<file path="src/common/mips_isa_pkg.sv">
package mips_isa_pkg;

  // primary opcodes, instr[31:26]
  typedef enum logic [5:0] {
    op_special = 6'h00,
    op_j       = 6'h02,
    op_jal     = 6'h03,
    op_beq     = 6'h04,
    op_bne     = 6'h05,
    op_addiu   = 6'h09,
    op_slti    = 6'h0a,
    op_sltiu   = 6'h0b,
    op_andi    = 6'h0c,
    op_ori     = 6'h0d,
    op_xori    = 6'h0e,
    op_lui     = 6'h0f,
    op_lb      = 6'h20,
    op_lw      = 6'h23,
    op_lbu     = 6'h24,
    op_sb      = 6'h28,
    op_sw      = 6'h2b
  } opcode_t;

  // SPECIAL function codes, instr[5:0]
  typedef enum logic [5:0] {
    fn_sll  = 6'h00,
    fn_srl  = 6'h02,
    fn_sra  = 6'h03,
    fn_jr   = 6'h08,
    fn_addu = 6'h21,
    fn_subu = 6'h23,
    fn_and  = 6'h24,
    fn_or   = 6'h25,
    fn_xor  = 6'h26,
    fn_nor  = 6'h27,
    fn_slt  = 6'h2a,
    fn_sltu = 6'h2b
  } funct_t;

  typedef enum logic [3:0] {
    alu_add,
    alu_sub,
    alu_and,
    alu_or,
    alu_xor,
    alu_nor,
    alu_slt,
    alu_sltu,
    alu_sll,
    alu_srl,
    alu_sra,
    alu_lui
  } alu_op_t;

  typedef enum logic [2:0] {
    st_fetch,
    st_decode,
    st_execute,
    st_memory,
    st_writeback,
    st_halt
  } cpu_state_t;

endpackage

</file>
<file path="src/common/avalon_bus_pkg.sv">
package avalon_bus_pkg;

  localparam int bus_width = 32;
  localparam int lane_count = 4;

  typedef logic [bus_width-1:0] bus_word_t;
  typedef logic [lane_count-1:0] byte_mask_t;

  // memory is big-endian, bus lane 0 holds the lowest address
  function automatic bus_word_t byte_swap(input bus_word_t word);
    bus_word_t swapped;
    for (int i = 0; i < lane_count; i++) begin
      swapped[8*i +: 8] = word[8*(lane_count-1-i) +: 8];
    end
    return swapped;
  endfunction

endpackage

</file>
<file path="src/common/cpu_ctrl_if.sv">
`timescale 1ns/1ps

interface cpu_ctrl_if;
  import mips_isa_pkg::*;

  // sequencing
  logic ir_write;
  logic pc_write;
  logic pc_write_cond;
  logic branch_on_ne;
  logic [1:0] pc_source;

  // operand and result selection
  logic iord;
  logic alu_src_a;
  logic [1:0] alu_src_b;
  alu_op_t alu_op;
  logic [1:0] reg_dst;
  logic mem_to_reg;
  logic reg_write;
  logic alu_out_en;

  // bus access
  logic mem_read;
  logic mem_write;
  logic load_byte;
  logic load_signed;
  logic store_byte;

  // status back to the FSM
  opcode_t opcode;
  funct_t funct;
  logic zero;
  logic pc_is_zero;

  modport controller (
    output ir_write, pc_write, pc_write_cond, branch_on_ne, pc_source,
    output iord, alu_src_a, alu_src_b, alu_op, reg_dst, mem_to_reg, reg_write, alu_out_en,
    output mem_read, mem_write, load_byte, load_signed, store_byte,
    input  opcode, funct, zero, pc_is_zero
  );

  modport datapath (
    input  ir_write, pc_write, pc_write_cond, branch_on_ne, pc_source,
    input  iord, alu_src_a, alu_src_b, alu_op, reg_dst, mem_to_reg, reg_write, alu_out_en,
    input  mem_read, mem_write, load_byte, load_signed, store_byte,
    output opcode, funct, zero, pc_is_zero
  );

endinterface

</file>
<file path="src/datapath/mips_cpu_alu.sv">
`timescale 1ns/1ps

module mips_cpu_alu (
  input  mips_isa_pkg::alu_op_t op,
  input  avalon_bus_pkg::bus_word_t a,
  input  avalon_bus_pkg::bus_word_t b,
  input  logic [4:0] shamt,
  output avalon_bus_pkg::bus_word_t result,
  output logic zero
);
  import mips_isa_pkg::*;
  import avalon_bus_pkg::*;

  logic less_signed;
  logic less_unsigned;

  assign less_signed = $signed(a) < $signed(b);
  assign less_unsigned = a < b;

  always_comb begin
    case (op)
      alu_add:  result = a + b;
      alu_sub:  result = a - b;
      alu_and:  result = a & b;
      alu_or:   result = a | b;
      alu_xor:  result = a ^ b;
      alu_nor:  result = ~(a | b);
      alu_slt:  result = {{(bus_width-1){1'b0}}, less_signed};
      alu_sltu: result = {{(bus_width-1){1'b0}}, less_unsigned};
      // shifts act on the rt operand
      alu_sll:  result = b << shamt;
      alu_srl:  result = b >> shamt;
      alu_sra:  result = $signed(b) >>> shamt;
      alu_lui:  result = {b[15:0], 16'h0000};
      default:  result = a + b;
    endcase
  end

  // beq/bne compare through sub
  assign zero = (result == '0);

endmodule

</file>
<file path="src/datapath/mips_cpu_register_file.sv">
`timescale 1ns/1ps

module mips_cpu_register_file (
  input  logic clk,
  input  logic reset,
  input  logic write_enable,
  input  logic [4:0] read_reg_1,
  input  logic [4:0] read_reg_2,
  input  logic [4:0] write_reg,
  input  avalon_bus_pkg::bus_word_t write_data,
  output avalon_bus_pkg::bus_word_t read_data_1,
  output avalon_bus_pkg::bus_word_t read_data_2,
  output avalon_bus_pkg::bus_word_t read_data_v0
);
  import avalon_bus_pkg::*;

  bus_word_t regs [32];

  always_ff @(posedge clk) begin
    if (reset) begin
      for (int i = 0; i < 32; i++) begin
        regs[i] <= '0;
      end
    end else if (write_enable && (write_reg != 5'd0)) begin
      regs[write_reg] <= write_data;
    end
  end

  assign read_data_1 = (read_reg_1 == 5'd0) ? '0 : regs[read_reg_1];
  assign read_data_2 = (read_reg_2 == 5'd0) ? '0 : regs[read_reg_2];
  // v0 for the result port
  assign read_data_v0 = regs[2];

endmodule

</file>
<file path="src/datapath/mips_cpu_mem_align.sv">
`timescale 1ns/1ps

module mips_cpu_mem_align (
  input  logic [1:0] byte_offset,
  input  logic store_byte,
  input  logic load_byte,
  input  logic load_signed,
  input  avalon_bus_pkg::bus_word_t store_data,
  input  avalon_bus_pkg::bus_word_t load_word,
  output avalon_bus_pkg::bus_word_t writedata,
  output avalon_bus_pkg::bus_word_t load_value,
  output avalon_bus_pkg::byte_mask_t byteenable
);
  import avalon_bus_pkg::*;

  bus_word_t swapped;
  logic [7:0] picked;

  assign swapped = byte_swap(load_word);

  // offset 0 is the most significant byte
  always_comb begin
    case (byte_offset)
      2'd0: picked = swapped[31:24];
      2'd1: picked = swapped[23:16];
      2'd2: picked = swapped[15:8];
      default: picked = swapped[7:0];
    endcase
  end

  always_comb begin
    if (!load_byte) begin
      load_value = swapped;
    end else if (load_signed) begin
      load_value = {{24{picked[7]}}, picked};
    end else begin
      load_value = {24'h000000, picked};
    end
  end

  // byte stores copy the byte to every lane
  assign writedata = store_byte ? {lane_count{store_data[7:0]}} : byte_swap(store_data);
  assign byteenable = store_byte ? byte_mask_t'(1) << byte_offset : '1;

endmodule

</file>
<file path="src/datapath/mips_cpu_datapath.sv">
`timescale 1ns/1ps

module mips_cpu_datapath #(
  parameter logic [31:0] reset_vector = 32'hbfc0_0000
) (
  input  logic clk,
  input  logic reset,
  input  logic waitrequest,
  cpu_ctrl_if.datapath ctrl,
  input  avalon_bus_pkg::bus_word_t readdata,
  output avalon_bus_pkg::bus_word_t address,
  output avalon_bus_pkg::bus_word_t writedata,
  output avalon_bus_pkg::byte_mask_t byteenable,
  output avalon_bus_pkg::bus_word_t register_v0
);
  import avalon_bus_pkg::*;
  import mips_isa_pkg::*;

  bus_word_t pc;
  bus_word_t ir;
  bus_word_t reg_a;
  bus_word_t reg_b;
  bus_word_t alu_out;
  bus_word_t mdr;
  bus_word_t alu_a;
  bus_word_t alu_b;
  bus_word_t alu_result;
  bus_word_t imm_ext;
  bus_word_t jump_target;
  bus_word_t pc_next;
  bus_word_t rf_data_1;
  bus_word_t rf_data_2;
  bus_word_t write_data;
  bus_word_t load_value;
  logic [4:0] write_reg;
  logic stall;
  logic branch_taken;

  // a bus transfer held off by the slave freezes A and B
  assign stall = waitrequest & (ctrl.mem_read | ctrl.mem_write);

  assign ctrl.opcode = opcode_t'(ir[31:26]);
  assign ctrl.funct = funct_t'(ir[5:0]);
  assign ctrl.pc_is_zero = (pc == '0);

  // andi, ori, xori and lui take a zero-extended immediate
  assign imm_ext = (ir[31:28] == 4'b0011) ? {16'h0000, ir[15:0]} : {{16{ir[15]}}, ir[15:0]};
  assign jump_target = {pc[31:28], ir[25:0], 2'b00};

  assign alu_a = ctrl.alu_src_a ? reg_a : pc;

  always_comb begin
    case (ctrl.alu_src_b)
      2'b00: alu_b = reg_b;
      2'b01: alu_b = 32'd4;
      2'b10: alu_b = imm_ext;
      default: alu_b = {imm_ext[29:0], 2'b00};
    endcase
  end

  always_comb begin
    case (ctrl.pc_source)
      2'b00: pc_next = alu_result;
      2'b01: pc_next = alu_out;
      2'b10: pc_next = jump_target;
      default: pc_next = reg_a;
    endcase
  end

  assign branch_taken = ctrl.pc_write_cond & (ctrl.zero != ctrl.branch_on_ne);

  always_ff @(posedge clk) begin
    if (reset) begin
      pc <= reset_vector;
    end else if (ctrl.pc_write || branch_taken) begin
      pc <= pc_next;
    end
  end

  always_ff @(posedge clk) begin
    if (ctrl.ir_write) begin
      ir <= byte_swap(readdata);
    end
    if (!stall) begin
      reg_a <= rf_data_1;
      reg_b <= rf_data_2;
    end
    if (ctrl.alu_out_en) begin
      alu_out <= alu_result;
    end
    if (ctrl.mem_read && !waitrequest) begin
      mdr <= readdata;
    end
  end

  // data accesses are word aligned, byteenable picks the lane
  assign address = ctrl.iord ? {alu_out[31:2], 2'b00} : pc;

  always_comb begin
    case (ctrl.reg_dst)
      2'b00: write_reg = ir[20:16];
      2'b01: write_reg = ir[15:11];
      default: write_reg = 5'd31;
    endcase
  end

  // link writes take the already advanced pc
  assign write_data = (ctrl.reg_dst == 2'b10) ? pc : (ctrl.mem_to_reg ? load_value : alu_out);

  mips_cpu_alu i_alu (
    .op     (ctrl.alu_op),
    .a      (alu_a),
    .b      (alu_b),
    .shamt  (ir[10:6]),
    .result (alu_result),
    .zero   (ctrl.zero)
  );

  mips_cpu_register_file i_register_file (
    .clk          (clk),
    .reset        (reset),
    .write_enable (ctrl.reg_write),
    .read_reg_1   (ir[25:21]),
    .read_reg_2   (ir[20:16]),
    .write_reg    (write_reg),
    .write_data   (write_data),
    .read_data_1  (rf_data_1),
    .read_data_2  (rf_data_2),
    .read_data_v0 (register_v0)
  );

  mips_cpu_mem_align i_mem_align (
    .byte_offset (alu_out[1:0]),
    .store_byte  (ctrl.store_byte),
    .load_byte   (ctrl.load_byte),
    .load_signed (ctrl.load_signed),
    .store_data  (reg_b),
    .load_word   (mdr),
    .writedata   (writedata),
    .load_value  (load_value),
    .byteenable  (byteenable)
  );

endmodule

</file>
<file path="src/control/mips_cpu_controller.sv">
`timescale 1ns/1ps

module mips_cpu_controller (
  input  logic clk,
  input  logic reset,
  input  logic waitrequest,
  cpu_ctrl_if.controller ctrl,
  output logic active
);
  import mips_isa_pkg::*;

  cpu_state_t state;
  cpu_state_t state_next;
  logic is_load;
  logic is_store;
  alu_op_t funct_op;
  alu_op_t imm_op;

  assign is_load = (ctrl.opcode == op_lw) || (ctrl.opcode == op_lb) || (ctrl.opcode == op_lbu);
  assign is_store = (ctrl.opcode == op_sw) || (ctrl.opcode == op_sb);

  // register-register alu operation
  always_comb begin
    case (ctrl.funct)
      fn_subu: funct_op = alu_sub;
      fn_and:  funct_op = alu_and;
      fn_or:   funct_op = alu_or;
      fn_xor:  funct_op = alu_xor;
      fn_nor:  funct_op = alu_nor;
      fn_slt:  funct_op = alu_slt;
      fn_sltu: funct_op = alu_sltu;
      fn_sll:  funct_op = alu_sll;
      fn_srl:  funct_op = alu_srl;
      fn_sra:  funct_op = alu_sra;
      default: funct_op = alu_add;
    endcase
  end

  // immediate alu operation
  always_comb begin
    case (ctrl.opcode)
      op_slti:  imm_op = alu_slt;
      op_sltiu: imm_op = alu_sltu;
      op_andi:  imm_op = alu_and;
      op_ori:   imm_op = alu_or;
      op_xori:  imm_op = alu_xor;
      op_lui:   imm_op = alu_lui;
      default:  imm_op = alu_add;
    endcase
  end

  always_ff @(posedge clk) begin
    if (reset) begin
      state <= st_fetch;
      active <= 1'b1;
    end else begin
      state <= state_next;
      if (state_next == st_halt) begin
        active <= 1'b0;
      end
    end
  end

  always_comb begin
    state_next = state;
    ctrl.ir_write = 1'b0;
    ctrl.pc_write = 1'b0;
    ctrl.pc_write_cond = 1'b0;
    ctrl.branch_on_ne = 1'b0;
    ctrl.pc_source = 2'b00;
    ctrl.iord = 1'b0;
    ctrl.alu_src_a = 1'b0;
    ctrl.alu_src_b = 2'b00;
    ctrl.alu_op = alu_add;
    ctrl.reg_dst = 2'b00;
    ctrl.mem_to_reg = 1'b0;
    ctrl.reg_write = 1'b0;
    ctrl.alu_out_en = 1'b0;
    ctrl.mem_read = 1'b0;
    ctrl.mem_write = 1'b0;
    ctrl.load_byte = 1'b0;
    ctrl.load_signed = 1'b0;
    ctrl.store_byte = 1'b0;

    case (state)
      st_fetch: begin
        if (ctrl.pc_is_zero) begin
          state_next = st_halt;
        end else if (!reset) begin
          // pc + 4 lands together with the instruction word
          ctrl.mem_read = 1'b1;
          ctrl.alu_src_b = 2'b01;
          ctrl.ir_write = !waitrequest;
          ctrl.pc_write = !waitrequest;
          if (!waitrequest) begin
            state_next = st_decode;
          end
        end
      end
      st_decode: begin
        // branch target, used only by beq and bne
        ctrl.alu_src_b = 2'b11;
        ctrl.alu_out_en = 1'b1;
        state_next = st_execute;
      end
      st_execute: begin
        ctrl.alu_src_a = 1'b1;
        state_next = st_fetch;
        case (ctrl.opcode)
          op_special: begin
            if (ctrl.funct == fn_jr) begin
              ctrl.pc_write = 1'b1;
              ctrl.pc_source = 2'b11;
            end else begin
              ctrl.alu_op = funct_op;
              ctrl.alu_out_en = 1'b1;
              state_next = st_writeback;
            end
          end
          op_beq, op_bne: begin
            ctrl.alu_op = alu_sub;
            ctrl.pc_write_cond = 1'b1;
            ctrl.branch_on_ne = (ctrl.opcode == op_bne);
            ctrl.pc_source = 2'b01;
          end
          op_j, op_jal: begin
            ctrl.pc_write = 1'b1;
            ctrl.pc_source = 2'b10;
            // link gets the pc of the next instruction
            ctrl.reg_write = (ctrl.opcode == op_jal);
            ctrl.reg_dst = 2'b10;
          end
          op_lw, op_lb, op_lbu, op_sw, op_sb: begin
            ctrl.alu_src_b = 2'b10;
            ctrl.alu_out_en = 1'b1;
            state_next = st_memory;
          end
          op_addiu, op_slti, op_sltiu, op_andi, op_ori, op_xori, op_lui: begin
            ctrl.alu_src_b = 2'b10;
            ctrl.alu_op = imm_op;
            ctrl.alu_out_en = 1'b1;
            state_next = st_writeback;
          end
          default: begin
            // unsupported opcode runs as a nop
            state_next = st_fetch;
          end
        endcase
      end
      st_memory: begin
        ctrl.iord = 1'b1;
        ctrl.mem_read = is_load;
        ctrl.mem_write = is_store;
        ctrl.store_byte = (ctrl.opcode == op_sb);
        if (!waitrequest) begin
          state_next = is_load ? st_writeback : st_fetch;
        end
      end
      st_writeback: begin
        ctrl.reg_write = 1'b1;
        ctrl.reg_dst = (ctrl.opcode == op_special) ? 2'b01 : 2'b00;
        ctrl.mem_to_reg = is_load;
        ctrl.load_byte = (ctrl.opcode == op_lb) || (ctrl.opcode == op_lbu);
        ctrl.load_signed = (ctrl.opcode == op_lb);
        state_next = st_fetch;
      end
      default: begin
        // halted until reset
        state_next = st_halt;
      end
    endcase
  end

endmodule

</file>
<file path="src/logic/mips_cpu_bus.sv">
`timescale 1ns/1ps

module mips_cpu_bus #(
  parameter logic [31:0] reset_vector = 32'hbfc0_0000
) (
  input  logic clk,
  input  logic reset,
  input  logic waitrequest,
  input  avalon_bus_pkg::bus_word_t readdata,
  output avalon_bus_pkg::bus_word_t address,
  output avalon_bus_pkg::bus_word_t writedata,
  output logic read,
  output logic write,
  output avalon_bus_pkg::byte_mask_t byteenable,
  output logic active,
  output avalon_bus_pkg::bus_word_t register_v0
);

  cpu_ctrl_if ctrl_if ();

  mips_cpu_controller i_controller (
    .clk         (clk),
    .reset       (reset),
    .waitrequest (waitrequest),
    .ctrl        (ctrl_if.controller),
    .active      (active)
  );

  mips_cpu_datapath #(
    .reset_vector (reset_vector)
  ) i_datapath (
    .clk         (clk),
    .reset       (reset),
    .waitrequest (waitrequest),
    .ctrl        (ctrl_if.datapath),
    .readdata    (readdata),
    .address     (address),
    .writedata   (writedata),
    .byteenable  (byteenable),
    .register_v0 (register_v0)
  );

  // bus strobes come straight from the FSM
  assign read = ctrl_if.mem_read;
  assign write = ctrl_if.mem_write;

endmodule

</file>
<file path="config.mk">
export PLATFORM = sky130hd
export DESIGN_NAME = mips_cpu_bus
export DESIGN_NICKNAME = d
export VERILOG_FILES = /design/src/common/mips_isa_pkg.sv /design/src/common/avalon_bus_pkg.sv /design/src/common/cpu_ctrl_if.sv /design/src/datapath/mips_cpu_alu.sv /design/src/datapath/mips_cpu_register_file.sv /design/src/datapath/mips_cpu_mem_align.sv /design/src/datapath/mips_cpu_datapath.sv /design/src/control/mips_cpu_controller.sv /design/src/logic/mips_cpu_bus.sv
export SDC_FILE = /design/constraint.sdc
export NUM_CORES = 2
export LEC_CHECK = 0
export BUFFER_PORTS_ARGS = -buffer_cell sky130_fd_sc_hd__buf_4
export CORE_MARGIN = 2
export CORE_UTILIZATION = 55
export CTS_BUF_LIST = sky130_fd_sc_hd__clkbuf_8
export DETAILED_ROUTE_END_ITERATION = 6
export PLACE_DENSITY = 0.7
export SLEW_MARGIN = 20
export SYNTH_ARGS = -nofsm -noshare
export SYNTH_HDL_FRONTEND = slang
export SYNTH_SLANG_ARGS = --single-unit
export TNS_END_PERCENT = 100
</file>
<file path="constraint.sdc">
create_clock -name clk -period 7.9 [get_ports clk]
set_input_delay 0.79 -clock clk [delete_from_list [all_inputs] [get_ports clk]]
set_output_delay 0.79 -clock clk [all_outputs]
set_load 0.005 [all_outputs]
</file>
# Word level (Yosys, flattened, before mapping)
# Memories as Yosys holds them, arrays and structs flattened. A register that Yosys moved wholly into a read port is not among the register bits.
# Index checks and enable logic that the tools add are counted.
# totals
reg_bits	132
memories	1
ram_bits	1024
word_cells	175
input_bits	35
output_inout_bits	103
# memory_table
memory	depth	word_bits	rd	rd_clocked_by_memory_dff	wr	line	rtl
i_datapath.i_register_file.regs	32	32	3	2	32	mips_cpu_register_file.sv:17	bus_word_t regs [32];
# classes
magnitude_cmp	2
n_eq_ne	52
n_shift	4
bitwise_logic	8
addsub	2
n_reduce_logical	29
muxes	70
# ops
op	count
$pmux W32 S11	1
$mux W32	8
$pmux W32 S3	2
$eq A6 B6 Y1 const B	12
$logic_not A32 Y1	2
$lt A32 B32 Y1	2
$eq A6 B4 Y1 const B	8
$pmux W4 S10	1
$add A32 B32 Y32	1
$and A32 B32 Y32	1
$not A32 Y32	1
$or A32 B32 Y32	1
$reduce_or A32 Y1	1
$shl A32 B5 Y32	1
$shr A32 B5 Y32	1
$sshr A32 B5 Y32	1
$sub A32 B32 Y32	1
$xor A32 B32 Y32	1
$mux W1	27
$eq A6 B2 Y1 const B	4
$mux W24	1
$pmux W4 S6	1
$pmux W8 S3	1
$mux W3	6
38 further kinds	81

# Logic depth before layout (Yosys ltp)
# logic_depth
ltp_word	14
ltp_mapped	29
depth_no_buf	24

# Modules after synthesis
# From an unflattened synthesis, not the netlist that was laid out.
# unflattened
hier_cells	6102
area_unflattened_um2	75940.3
# by_module_without_submodules
mod	cells_each	seq_area_each_um2	n_inst	area_each_um2
mips_cpu_register_file	3681	30749.5	1	54608.6
mips_cpu_alu	1474	0.0	1	10588.9
mips_cpu_datapath	651	5445.2	1	8974.9
mips_cpu_mem_align	171	0.0	1	944.7
mips_cpu_controller	125	80.1	1	823.3

# Worst setup path after synthesis
# No wires, ideal clock.
# synth_path
path_type	input to register
startpoint	input reset
endpoint	register i_datapath.reg_a[0], read port of i_datapath.i_register_file.regs (enable)
setup_ps	574
n_path_buf	4
arrival_time_ps	6606
setup_slack_ps	719
required_ps	7326
cell_stages	8
path_cell_list	clkbuf_1 > or4_1 > o21bai_2 > buf_4 > buf_2 > buf_2 > nand2_1 > o21ai_0
# synth_between
elab_chain_len	6
# synth_lines
item	line	rtl
from (decl)	mips_cpu_bus.sv:7	input logic reset,
$mux W1	mips_cpu_controller.sv:89	end else if (!reset) begin
$mux W1	mips_cpu_controller.sv:87	if (ctrl.pc_is_zero) begin
$pmux W1 S2	mips_cpu_controller.sv:85	case (state)
via read	mips_cpu_bus.sv:12	output logic read,
$or A1 B1 Y1	mips_cpu_datapath.sv:40	assign stall = waitrequest & (ctrl.mem_read | ctrl.mem_write);
$and A1 B1 Y1	mips_cpu_datapath.sv:40	
$logic_not A1 Y1 (no source line)	-	
to (decl)	mips_cpu_datapath.sv:21	bus_word_t reg_a;
# The timed path passes the listed nets, and every way through them passes these cells.
# A chain may end at the register's enable or synchronous reset.

# Worst setup path after layout
# layout_path
startpoint	register i_datapath.ir[31]
endpoint	register i_datapath.pc[21]
# layout_between
elab_chain_len	13
word_cells_on_any_way	71
classes_between	add/sub (2); order compare (2); eq/ne (33); shift (3); mux (17); bitwise (5); reduce/logical (9)
# layout_lines
item	line	rtl
from (decl)	mips_cpu_datapath.sv:20	bus_word_t ir;
from (signal assigned)	mips_cpu_datapath.sv:82	ir <= byte_swap(readdata);
branches (longest 8 deep; another with $add A32 B32 Y32)	-	
$pmux W32 S11 (*)	mips_cpu_alu.sv:21	case (op)
via i_datapath.alu_result[26]	mips_cpu_datapath.sv:27	bus_word_t alu_result;
$logic_not A32 Y1 (*)	mips_cpu_alu.sv:40	assign zero = (result == '0);
$ne A1 B1 Y1 (*)	mips_cpu_datapath.sv:70	assign branch_taken = ctrl.pc_write_cond & (ctrl.zero != ctrl.branch_on_ne);
$and A1 B1 Y1 (*)	mips_cpu_datapath.sv:70	
$logic_or A1 B1 Y1 (*)	mips_cpu_datapath.sv:75	end else if (ctrl.pc_write || branch_taken) begin
to (signal assigned)	mips_cpu_datapath.sv:74	pc <= reset_vector;
to (signal assigned)	mips_cpu_datapath.sv:76	pc <= pc_next;
to (decl)	mips_cpu_datapath.sv:19	bus_word_t pc;
# Mark *: on every way through the listed nets, which the timed path passes.

==> metrics.csv <==
metric;value;unit
number of hold-slack violations in the final timing report;0;
starting density of the core;55.3;%
global placer's final weighted congestion;1.13;
average cell area after synthesis;11.8;um^2
floorplan die height;367;um
layout overhead on the synthesized area;11.8;%
pin count of the biggest net entering global routing;123;
clock edge transition at the registers on the reported setup and hold paths;0.07;ns
number of standard cells after synthesis;6143;
flip-flop and latch count after synthesis;1220;
final WL;337;mm
switching power as a share of total power;33.1;%
number of global-route vias before repair;59200;
cells taking the most area after synthesis;sky130_fd_sc_hd__edfxtp_1 49%, sky130_fd_sc_hd__mux4_2 18%, sky130_fd_sc_hd__nor2_1 6.9%;
Compound-Gate Fraction of Synth Area;10.5;%
most instantiated cells after synthesis;1,336 x sky130_fd_sc_hd__nor2_1, 1,184 x sky130_fd_sc_hd__edfxtp_1, 574 x sky130_fd_sc_hd__mux4_2, 456 x sky130_fd_sc_hd__clkbuf_1, 356 x sky130_fd_sc_hd__nand2_1;
Switching Power;5.59;mW
DRT iter0 DRCs;10500;
worst skew pair latency;0.96;ns
CTS Buf Count;185;
peak fanout along the critical path;11;
timing startpoint of the critical path;i_datapath.ir[31]$_DFFE_PP_;
adder-cell share of the synthesized area;1.71;%
startpoint type of the worst setup path;flop;
number of sinks handled by clock tree synthesis;1220;
Reg2Reg Launch Point;i_datapath.ir[31]$_DFFE_PP_;
Via Count;61300;
max_cap viols;0;
xor/xnor cell area share of the yosys netlist;0.302;%
count of warnings emitted by yosys;0;
cell with the most instances after synthesis;sky130_fd_sc_hd__nor2_1;
DIE AREA;135000;um^2
max_slew headroom;9.72;%
post-detailed-placement half-perimeter wirelength;230;mm
number of enable flip-flop cells after synthesis;1184;
worst hold slack across all endpoints;0.0604;ns
number of levels in the clock H-tree;4;
Min-Delay Path Class;primary input to flop;
fraction of synthesized cell area taken by the top area cell type;49.0;%
Pint;11.3;mW
clock tree from TritonCTS;yes;
proportion of synthesized flip-flops having asynchronous set or reset;0;%
sequential group share of total power;45.8;%
Max Clk Rate;0.130;GHz
post-synthesis mux area share;21.2;%
clock network fraction of total power;30.1;%
layout cells sized above 1;24.5;%
Overall Global Routing Usage;49.7;%
maximum vdd drop;0.219;mV
dominant combinational cell family by area after synthesis;multiplexers;
Worst Setup End Kind;flop;
number of different library cells in the post-synthesis netlist;111;
global-route wire length before repair;465;mm
setup-violating endpoint count in the final report;0;
number of nets with antenna violations after routing;0;
summed area of non-filler cells in the final layout;81200;um^2
simple-gate portion of the synthesized area;12.3;%
drc violations;4;
status;finished, violations left;
global route total overflow;0;
primary flip-flop cell chosen by synthesis mapping;sky130_fd_sc_hd__edfxtp_1;
largest buffer count on any clock path;3;
sum of negative setup slack;0;ns
leading area contributor after synthesis;sky130_fd_sc_hd__edfxtp_1;
per-cell via count in the routed design;7.44;
core area;131000;um^2
average routed wire per standard cell;40.9;um
Net count, final;6461;
period utilisation layout;97.1;%
cell area power density;208;nW/um^2
Post-Syn Area;72600;um^2
antenna violations before repair;16;
portion of the post-synthesis area used by sequential elements;50.0;%
worst endpoint data arrival time;8.46;ns
hold path startpoint;readdata[27];
width of the die;367;um
IO Count;138;
number of search-and-repair iterations in the first detailed-routing pass;7;
category of the most critical setup path;flop to flop;
Critical Path RT;8.68;ns
static leakage;29.5;nW
Least-Margin Pin Slew;1.34;ns
total cell area at the placement stage;77400;um^2
violations in the final reports;design-rule violations;
Port Buf Inserts;137;
placement row count;133;
unrepaired setup endpoints after global routing;false;
number of pins exceeding their max-slew limit in the final report;0;
share of power burned in combinational logic;24.1;%
Root Buffer;sky130_fd_sc_hd__clkbuf_8;
Post-Route Skew;0.0566;ns
minimum clock period;7.67;ns
-- logic make-up after synthesis --
| family | Yosys count |
|---|---|
| AO/OA/AOI/OAI | 1126 |
| XOR/XNOR | 25 |
| adder cells (fa/ha/maj) | 98 |
| buffers and inverters | 730 |
| flip-flops | 1220 |
| multiplexers | 817 |
| other | 1 |
| AND/OR/NAND/NOR | 2126 |
-- metal layers --
layer  part of all wire, %  routed length (um)  GRT usage [%]  vias to the layer above
met5                 0.041                 138          0.534                        -
met4                    11               37700           42.3                        6
met3                    14               45900           13.5                     1512
met2                    44              149000           75.2                     6016
met1                    31              105000           59.3                    30000
li1                      -                   -              -                    23900
-- placed cells by master, fill, tap and decap left out, types with 33 or more instances in the layout --
cell                          n
sky130_fd_sc_hd__mux4_2     574
sky130_fd_sc_hd__a21o_1      33
sky130_fd_sc_hd__a21oi_1    264
sky130_fd_sc_hd__mux2i_1    207
sky130_fd_sc_hd__nand3_1     75
sky130_fd_sc_hd__nor2_1    1332
sky130_fd_sc_hd__o211ai_1    45
sky130_fd_sc_hd__inv_1      188
sky130_fd_sc_hd__buf_4      524
sky130_fd_sc_hd__o221ai_1    70
sky130_fd_sc_hd__a221oi_1    34
sky130_fd_sc_hd__clkbuf_8   192
sky130_fd_sc_hd__nand2_1    329
sky130_fd_sc_hd__o22ai_1     59
sky130_fd_sc_hd__mux2_2      36
sky130_fd_sc_hd__o21ai_0    211
sky130_fd_sc_hd__edfxtp_1  1184
sky130_fd_sc_hd__dfxtp_1     36
sky130_fd_sc_hd__nor3_1     117
sky130_fd_sc_hd__ha_1        96
sky130_fd_sc_hd__a22oi_1     38
sky130_fd_sc_hd__clkinv_1    52
-- power by group through the flow --
| stage | sequential (mW) | combinational [mW] | clock (mW) |
|---|---|---|---|
| 2_1_floorplan | 7.67 | 2.10 | 0 |
| 3_3_place_gp | 7.82 | 3.82 | 0 |
| 3_5_place_dp | 7.84 | 3.81 | 0 |
| 4_1_cts | 7.71 | 3.84 | 5.05 |
| 5_1_grt | 7.74 | 4.12 | 5.30 |
| 6_report | 7.74 | 4.06 | 5.09 |
-- stage by stage --
step           instances  util, %  power (mW)  setup WS (ns)
2_1_floorplan       6174        -        9.77          0.719
3_3_place_gp        7875     58.9        11.6          0.360
3_5_place_dp        7876     58.9        11.7          0.350
4_1_cts             8228     61.7        16.6          0.283
5_1_grt             8235     61.8        17.2        0.00543
6_report            8247     61.8        16.9          0.225
-- worst max-delay path: stages (launching register included) --
cell and delay, ns:
sky130_fd_sc_hd__edfxtp_1 0.51, sky130_fd_sc_hd__mux2_2 0.35, sky130_fd_sc_hd__a2111o_1 0.50, sky130_fd_sc_hd__nor2_1 0.19, sky130_fd_sc_hd__a32o_1 0.39, sky130_fd_sc_hd__buf_4 0.21
sky130_fd_sc_hd__ha_1 0.19, sky130_fd_sc_hd__inv_1 0.08, sky130_fd_sc_hd__fa_1 0.52, sky130_fd_sc_hd__nand2b_1 0.21, sky130_fd_sc_hd__a2111o_1 0.43, sky130_fd_sc_hd__a21oi_1 0.22
sky130_fd_sc_hd__o2111ai_1 0.21, sky130_fd_sc_hd__a211oi_1 0.36, sky130_fd_sc_hd__buf_4 0.18, sky130_fd_sc_hd__a211oi_1 0.09, sky130_fd_sc_hd__o21ai_0 0.25, sky130_fd_sc_hd__o22ai_1 0.13
sky130_fd_sc_hd__o21ai_0 0.25, sky130_fd_sc_hd__nand3_1 0.15, sky130_fd_sc_hd__or4_1 0.53, sky130_fd_sc_hd__nand4bb_1 0.25, sky130_fd_sc_hd__or4_1 0.52, sky130_fd_sc_hd__a21oi_2 0.15
sky130_fd_sc_hd__buf_4 0.16, sky130_fd_sc_hd__buf_4 0.19, sky130_fd_sc_hd__nor2_4 0.09, sky130_fd_sc_hd__mux2i_1 0.17
-- state kept, by name, summed over array words and instances, names as in the netlist --
signal and count:
i_datapath.pc 32, i_datapath.i_register_file.regs 1024, i_datapath.reg_b 32, i_controller.state 3, i_datapath.mdr 32, i_datapath.ir 32
i_datapath.alu_out 32, i_controller.active 1, i_datapath.reg_a 32
-- what timing repair did --
item | 4_1_cts | 5_1_grt
gates resized for setup | 0 | 6
hold buffers | 14 | 0
endpoints found under the setup margin | 0 | 32
hold endpoints to repair | 24 | 0
buffers inserted | 0 | 2
-- final timing paths --
kind	depth (start not counted)	slack (ns)	end
max reg2reg	27	0.23	i_datapath.pc[21]$_SDFFE_PP0P_
min reg2reg	1	0.49	i_controller.active$_SDFFE_PP1N_
min	1	0.06	i_datapath.ir[3]$_DFFE_PP_
max	27	0.23	i_datapath.pc[21]$_SDFFE_PP0P_
-- cell type report --
cell class	instances	area (um^2)
fillers	10100	50100
flip-flops and latches	1220	36300
multi-input cells	4224	34200
repair buffers	557	4470
clock buffers	192	2640
well taps	1755	2200
clock inverters	146	836
inverters	140	532
diodes	13	32.5
(Power assumes the default switching activity.)
